`src/design/soqpsk_pkg.sv`:
```
/*
 * SOQPSK transmitter package
 * phase word, alpha and output mode types, modulation constants
 */

package soqpsk_pkg;

	//**********************************************************************
	// phase word
	//**********************************************************************
	localparam int PHASE_W = 14;

	typedef logic [PHASE_W-1:0] phase_t; // full turn = 2**PHASE_W

	localparam phase_t QUARTER_TURN = phase_t'(4096); // pi/2

	// top NCO bits that make up one symbol ramp, full ramp = pi/2
	localparam int RAMP_W = 12;

	//**********************************************************************
	// symbol decisions and modes
	//**********************************************************************
	typedef enum logic [1:0]
	{
		ALPHA_ZERO = 2'd0,
		ALPHA_POS  = 2'd1,
		ALPHA_NEG  = 2'd3
	} alpha_t;

	typedef enum logic [1:0]
	{
		MODE_SOQPSK  = 2'd0,
		MODE_CARRIER = 2'd1, // unmodulated carrier, zero phase
		MODE_TEST    = 2'd2  // raw NCO phase
	} mode_t;

	// RNRZ-L taps, stages counted from 1
	localparam int SCRAM_TAP_A = 14;
	localparam int SCRAM_TAP_B = 15; // also the register length

	localparam logic FILL_BIT = 1'b1; // sent when the source runs dry

endpackage

```
`src/design/symbol_nco.sv`:
```
/*
 * Symbol rate NCO
 * accumulates the frequency word and flags each wrap as a symbol strobe
 */

`timescale 1ns/1ns

module symbol_nco
#(
	parameter int NCO_W = 32
)
(
	input  logic             clk,
	input  logic             rst,
	input  logic [NCO_W-1:0] freq_word,
	output logic [NCO_W-1:0] nco_phase,
	output logic             sym_strobe
);

	logic [NCO_W:0] sum; // one extra bit catches the wrap

	assign sum = {1'b0, nco_phase} + {1'b0, freq_word};

	// strobe lines up with the first wrapped phase value
	always_ff @(posedge clk)
	begin
		if (rst)
		begin
			nco_phase  <= '0;
			sym_strobe <= 1'b0;
		end
		else
		begin
			nco_phase  <= sum[NCO_W-1:0];
			sym_strobe <= sum[NCO_W];
		end
	end

endmodule

```
`src/design/bit_intake.sv`:
```
/*
 * Source bit intake
 * four-phase req/ack capture into a one bit buffer, fill bit on underrun,
 * data polarity and RNRZ-L scrambling, one bit out per symbol strobe
 */

`timescale 1ns/1ns

module bit_intake
(
	input  logic clk,
	input  logic rst,
	input  logic sym_strobe,
	input  logic src_req,
	input  logic src_data,
	input  logic dat_pol,
	input  logic rand_en,
	output logic src_ack,
	output logic tx_bit,
	output logic bit_valid,
	output logic underrun
);

	import soqpsk_pkg::*;

	logic                   buf_full;
	logic                   buf_bit;
	logic                   capture;
	logic                   raw_bit;
	logic                   pol_bit;
	logic                   scram_bit;
	logic [SCRAM_TAP_B-1:0] scram; // stage 1 in bit 0

	//**********************************************************************
	// handshake
	//**********************************************************************
	// take a new bit only with an empty buffer and ack already dropped
	assign capture = src_req & ~src_ack & ~buf_full;

	always_ff @(posedge clk)
	begin
		if (rst)
		begin
			src_ack  <= 1'b0;
			buf_full <= 1'b0;
		end
		else
		begin
			if (capture)
				src_ack <= 1'b1;
			else if (!src_req)
				src_ack <= 1'b0; // source let go, close the cycle

			if (sym_strobe)
				buf_full <= 1'b0;
			if (capture)
				buf_full <= 1'b1; // capture only happens when empty
		end
	end

	always_ff @(posedge clk)
	begin
		if (capture)
			buf_bit <= src_data;
	end

	//**********************************************************************
	// polarity and scrambler
	//**********************************************************************
	assign raw_bit   = buf_full ? buf_bit : FILL_BIT;
	assign pol_bit   = raw_bit ^ dat_pol;
	assign scram_bit = pol_bit ^ scram[SCRAM_TAP_A-1] ^ scram[SCRAM_TAP_B-1];

	always_ff @(posedge clk)
	begin
		if (rst)
		begin
			scram     <= '0;
			bit_valid <= 1'b0;
			underrun  <= 1'b0;
		end
		else
		begin
			bit_valid <= sym_strobe;
			underrun  <= sym_strobe & ~buf_full;
			if (sym_strobe && rand_en)
				scram <= {scram[SCRAM_TAP_B-2:0], scram_bit}; // self-sync, feed back output
		end
	end

	always_ff @(posedge clk)
	begin
		if (sym_strobe)
			tx_bit <= rand_en ? scram_bit : pol_bit;
	end

endmodule

```
`src/design/soqpsk_precoder.sv`:
```
/*
 * SOQPSK precoder
 * alternate I/Q bit updates, optional differential encoding, alpha decision
 */

`timescale 1ns/1ns

module soqpsk_precoder
(
	input  logic                clk,
	input  logic                rst,
	input  logic                tx_bit,
	input  logic                bit_valid,
	input  logic                diff_en,
	output soqpsk_pkg::alpha_t  alpha,
	output logic                alpha_valid
);

	import soqpsk_pkg::*;

	logic   flip; // 0 writes I, 1 writes Q
	logic   i0, i1, i2;
	logic   q0, q1, q2;
	alpha_t alpha_next;

	// decision from the state before this bit lands
	always_comb
	begin
		alpha_next = ALPHA_ZERO;
		if (!flip)
		begin
			if (q0 != q2)
				alpha_next = (q0 == i1) ? ALPHA_POS : ALPHA_NEG;
		end
		else if (i0 != i2)
		begin
			alpha_next = (i0 != q1) ? ALPHA_POS : ALPHA_NEG;
		end
	end

	always_ff @(posedge clk)
	begin
		if (rst)
		begin
			flip        <= 1'b0;
			i0          <= 1'b1;
			i1          <= 1'b1;
			i2          <= 1'b1;
			q0          <= 1'b1;
			q1          <= 1'b1;
			q2          <= 1'b1;
			alpha       <= ALPHA_ZERO;
			alpha_valid <= 1'b0;
		end
		else
		begin
			alpha_valid <= bit_valid;
			if (bit_valid)
			begin
				flip <= ~flip;
				i1   <= i0; // history moves every symbol
				i2   <= i1;
				q1   <= q0;
				q2   <= q1;
				if (!flip)
					i0 <= diff_en ? (tx_bit ^ ~q0) : tx_bit;
				else
					q0 <= diff_en ? (tx_bit ^ i0) : tx_bit;
				alpha <= alpha_next;
			end
		end
	end

endmodule

```
`src/design/phase_modulator.sv`:
```
/*
 * Phase modulator
 * rolls finished symbol steps modulo a full turn, adds the signed symbol
 * ramp and picks the output phase by mode
 */

`timescale 1ns/1ns

module phase_modulator
#(
	parameter int NCO_W = 32
)
(
	input  logic                clk,
	input  logic                rst,
	input  logic [NCO_W-1:0]    nco_phase,
	input  soqpsk_pkg::alpha_t  alpha,
	input  logic                alpha_valid,
	input  soqpsk_pkg::mode_t   mode,
	output soqpsk_pkg::phase_t  phase_out
);

	import soqpsk_pkg::*;

	logic [NCO_W-1:0] nco_d1;
	logic [NCO_W-1:0] nco_d2; // lines the ramp up with the held alpha
	alpha_t           alpha_hold;
	phase_t           roll;
	phase_t           step;
	phase_t           ramp;

	always_ff @(posedge clk)
	begin
		nco_d1 <= nco_phase;
		nco_d2 <= nco_d1;
	end

	assign ramp = phase_t'(nco_d2[NCO_W-1 -: RAMP_W]);

	// full swing of the symbol that just ended
	always_comb
	begin
		case (alpha_hold)
			ALPHA_POS: step = QUARTER_TURN;
			ALPHA_NEG: step = -QUARTER_TURN;
			default:   step = '0;
		endcase
	end

	//**********************************************************************
	// roll and output
	//**********************************************************************
	always_ff @(posedge clk)
	begin
		if (rst)
		begin
			roll       <= '0;
			alpha_hold <= ALPHA_ZERO;
			phase_out  <= '0;
		end
		else
		begin
			if (alpha_valid)
			begin
				roll       <= roll + step; // wraps mod 2pi by width
				alpha_hold <= alpha;
			end

			case (mode)
				MODE_SOQPSK:
				begin
					case (alpha_hold)
						ALPHA_POS: phase_out <= roll + ramp;
						ALPHA_NEG: phase_out <= roll - ramp;
						default:   phase_out <= roll;
					endcase
				end
				MODE_TEST: phase_out <= nco_d2[NCO_W-1 -: PHASE_W];
				default:   phase_out <= '0; // carrier only
			endcase
		end
	end

endmodule

```
`src/design/soqpsk_tx.sv`:
```
/*
 * SOQPSK baseband phase transmitter
 * NCO, bit intake, precoder and phase modulator in one pipeline
 */

`timescale 1ns/1ns

module soqpsk_tx
#(
	parameter int NCO_W = 32
)
(
	input  logic               clk,
	input  logic               rst,
	input  logic [NCO_W-1:0]   freq_word,
	input  soqpsk_pkg::mode_t  mode,
	input  logic               diff_en,
	input  logic               rand_en,
	input  logic               dat_pol,
	input  logic               src_req,
	input  logic               src_data,
	output logic               src_ack,
	output soqpsk_pkg::phase_t phase_out,
	output logic               sym_clk,
	output logic               underrun
);

	import soqpsk_pkg::*;

	logic [NCO_W-1:0] nco_phase;
	logic             sym_strobe;
	logic             tx_bit;
	logic             bit_valid;
	alpha_t           alpha;
	logic             alpha_valid;

	assign sym_clk = nco_phase[NCO_W-1]; // roughly square at symbol rate

	symbol_nco #(.NCO_W(NCO_W)) nco_i
	(
		.clk        (clk),
		.rst        (rst),
		.freq_word  (freq_word),
		.nco_phase  (nco_phase),
		.sym_strobe (sym_strobe)
	);

	bit_intake intake_i
	(
		.clk        (clk),
		.rst        (rst),
		.sym_strobe (sym_strobe),
		.src_req    (src_req),
		.src_data   (src_data),
		.dat_pol    (dat_pol),
		.rand_en    (rand_en),
		.src_ack    (src_ack),
		.tx_bit     (tx_bit),
		.bit_valid  (bit_valid),
		.underrun   (underrun)
	);

	soqpsk_precoder precoder_i
	(
		.clk         (clk),
		.rst         (rst),
		.tx_bit      (tx_bit),
		.bit_valid   (bit_valid),
		.diff_en     (diff_en),
		.alpha       (alpha),
		.alpha_valid (alpha_valid)
	);

	phase_modulator #(.NCO_W(NCO_W)) modulator_i
	(
		.clk         (clk),
		.rst         (rst),
		.nco_phase   (nco_phase),
		.alpha       (alpha),
		.alpha_valid (alpha_valid),
		.mode        (mode),
		.phase_out   (phase_out)
	);

endmodule

```
`config.mk`:
```
export PLATFORM = sky130hd
export DESIGN_NAME = soqpsk_tx
export DESIGN_NICKNAME = d
export VERILOG_FILES = /design/src/design/soqpsk_pkg.sv /design/src/design/symbol_nco.sv /design/src/design/bit_intake.sv /design/src/design/soqpsk_precoder.sv /design/src/design/phase_modulator.sv /design/src/design/soqpsk_tx.sv
export SDC_FILE = /design/constraint.sdc
export NUM_CORES = 1
export LEC_CHECK = 0
export ABC_AREA = 0
export ABC_CLOCK_PERIOD_IN_PS = 7500
export BUFFER_PORTS_ARGS = -buffer_cell sky130_fd_sc_hd__buf_2
export CORE_ASPECT_RATIO = 2
export CORE_MARGIN = 10
export CORE_UTILIZATION = 60
export DETAILED_ROUTE_END_ITERATION = 12
export GPL_TIMING_DRIVEN = 0
export PLACE_DENSITY_LB_ADDON = 0.1
export SYNTH_ARGS = -nofsm -noshare
export SYNTH_HDL_FRONTEND = slang
export SYNTH_SLANG_ARGS = --single-unit
export TNS_END_PERCENT = 1
```
`constraint.sdc`:
```
create_clock -name clk -period 7.5 [get_ports clk]
set_input_delay 2.25 -clock clk [delete_from_list [all_inputs] [get_ports clk]]
set_output_delay 2.25 -clock clk [all_outputs]
set_load 0.005 [all_outputs]
```
==> run metrics <==
relative slew slack 55.4%; dominant synthesized flop cell dfxtp_1; initial core utilization 61.7%; most common cell after layout, fill and taps aside dfxtp_1; via count 4767; clk_lat worst skew 0.35 ns; Sum Neg Setup Slack 0 ns; Worst IR Drop VDD 0.211 mV; ys async rst share 0%; reg2reg end modulator_i.phase_out[13]$_SDFF_PP0_; Global Route Usage Sum 19.5%; initial DRC count 177; total CTS buffers 9; EDFF count, synth 2; final count of pins violating max slew 0; hold buffers post-CTS 0; Antenna diodes 0; skew final 0.00989 ns; GR Overflow Total 0; vias in the first global route 4788; Seq/Total Area, Yosys 39.7%; largest net degree at the start of global routing 18; Routed Antenna Nets 0; number of max-cap violations 0; postcts setup bufs 0; WL final 13.1 mm; most frequent cells in the layout dfxtp_1, nor2_1, nand2_1; cts repair resizes 0; critical path class in -> reg; worst-margin pin slew 0.660 ns; Pleak 0.00271 uW; H-Tree Level Count 3; Remaining DRCs 0; routed length per placed instance 16.1 um; Final Hold Fails 0; Power Density 371 nW/um^2; DRT Pass-1 Iters 5; Hold Path Class reg -> reg; area grow syn2layout 13.0%; hold_sp modulator_i.nco_d1[30]$_DFF_P_; Hold EP modulator_i.nco_d2[30]$_DFF_P_; Top-Level Pins 58; #FFs+latches synth 110; Avg Cell Area, Syn 8.82 um^2; yosys warns 0; min Tclk post-route 4.63 ns; final worst slack 2.87 ns; Nets 781; hpwl dp 10.2 mm; num rows 49; TritonCTS clock tree yes; Final Core Density 69.7%; Routability Congestion 0.896; hold path cells 0; port bufs 57; fin crit share 61.8%; Worst Setup End Kind register; Fmax 216 MHz; fillers 771; Reg2Reg Depth 11; first-pass GRT wire length 21.5 mm; Sink Count 110; Worst EP arrival 4.85 ns; Critical Path RT 7.72 ns; setup slack after placement 2.53 ns; die width 88.3 um; CTS root buffer clkbuf_16; vias per inst 5.89; register-to-register setup slack 4.53 ns; Synth Instances 635; crit-path max FO 3; RR Startpoint modulator_i.nco_d2[20]$_DFF_P_; status completed; Synth cell types 69; clk slew on worst S/H paths 0.07 ns; dominant cell type by area after synthesis dfxtp_1; Setup violations, final 0; initial antenna violation count 0; Chip Height 157 um; RSZ-0062 raised after global routing false; Setup crit start kind primary input; die area 13800 um^2; Synth area leaders dfxtp_1, ha_1, nor2_1, nand2_1, xnor2_1; share of the synthesized area in the top cell type 38.6%; core area 9070 um^2; Pwr Total 2350 uW; CTS max path bufs 2; syn nets 713; share of post-route cells with drive strength above 1 11.7%; Mapped Area 5600 um^2
-- cell type report --
type / count / area (um^2) / area share (%)
Multi-Input combinational cell: 484 / 3210 / 50.7
Sequential cell: 110 / 2220 / 35.1
Timing Repair Buffer: 57 / 285 / 4.51
Clock buffer: 11 / 233 / 3.68
Tap cell: 102 / 128 / 2.02
Buffer: 25 / 106 / 1.68
Clock inverter: 5 / 81.3 / 1.29
Inverter: 16 / 60.1 / 0.950
-- synth_stat cells, types with 6 or more instances --
cell type / n
o21ai_1: 7
nand2_1: 64
nand4_1: 8
a21oi_1: 47
a21o_1: 24
a211oi_1: 11
nor3_1: 15
a22oi_1: 10
o21bai_1: 6
dfxtp_1: 108
inv_1: 16
nor2b_1: 14
a31oi_1: 7
clkbuf_1: 21
ha_1: 36
nor2_1: 73
nand2b_1: 8
a211o_1: 6
mux2i_1: 8
nand3_1: 7
xnor2_1: 27
xor2_1: 26
o21ai_0: 12
-- power breakdown --
| part | switching, uW | leakage, uW | internal (uW) |
|---|---|---|---|
| logic | 577 | 0.00165 | 434 |
| clock network | 213 | 0.000150 | 294 |
| registers | 86.7 | 0.000908 | 742 |
-- sequential cells by signal, summed over array words and instances, names as in the netlist, 2 cells and up --
register	cells
intake_i.scram	15
modulator_i.phase_out	14
precoder_i.alpha	2
modulator_i.roll	2
modulator_i.nco_d1	14
modulator_i.alpha_hold	2
nco_i.nco_phase	32
modulator_i.nco_d2	14
-- metrics by stage --
| stage | hold slack [ns] | cell area, um^2 | std cells |
|---|---|---|---|
| after floorplan | 0.310 | 5600 | 635 |
| after global placement | 0.311 | 6010 | 794 |
| after detailed placement | 0.312 | 6010 | 794 |
| after CTS | 0.329 | 6320 | 810 |
| after global routing | 0.339 | 6320 | 810 |
| final | 0.329 | 6320 | 810 |
-- logic make-up after synthesis --
family / synth area share [%]
and+or+nand+nor: 19.6
AOI/OAI and AO/OA: 19.4
DFF: 39.7
xor gates and xnor gates: 8.29
buffers and inverters: 2.97
adders and majority gates: 8.40
muxes: 1.63
-- critical path: stages --
cell	delay [ns]
buf_2	0.11
ha_1	0.31
a211oi_1	0.30
o21bai_1	0.20
o31ai_1	0.44
a21oi_1	0.15
a211oi_1	0.53
o22a_1	0.35
or4_1	0.13
nand4_1	0.09
-- worst max path at each step --
| stage | startpoint | endpoint |
|---|---|---|
| 6_report | freq_word[1] | nco_i.nco_phase[29]$_SDFF_PP0_ |
| 5_1_grt | freq_word[6] | nco_i.nco_phase[25]$_SDFF_PP0_ |
| 4_1_cts | freq_word[0] | nco_i.nco_phase[30]$_SDFF_PP0_ |
| 3_5_place_dp | freq_word[0] | nco_i.nco_phase[30]$_SDFF_PP0_ |
| 3_3_place_gp | freq_word[0] | nco_i.nco_phase[30]$_SDFF_PP0_ |
| 2_1_floorplan | freq_word[0] | nco_i.nco_phase[30]$_SDFF_PP0_ |
-- per-layer routing --
metal / share of wire, % / GRT usage [%]
met1: 38 / 18.9
met5: 0 / 0
met3: 3.5 / 4.26
met4: 3.2 / 9.91
met2: 56 / 36.6
(Power assumes the default switching activity.)
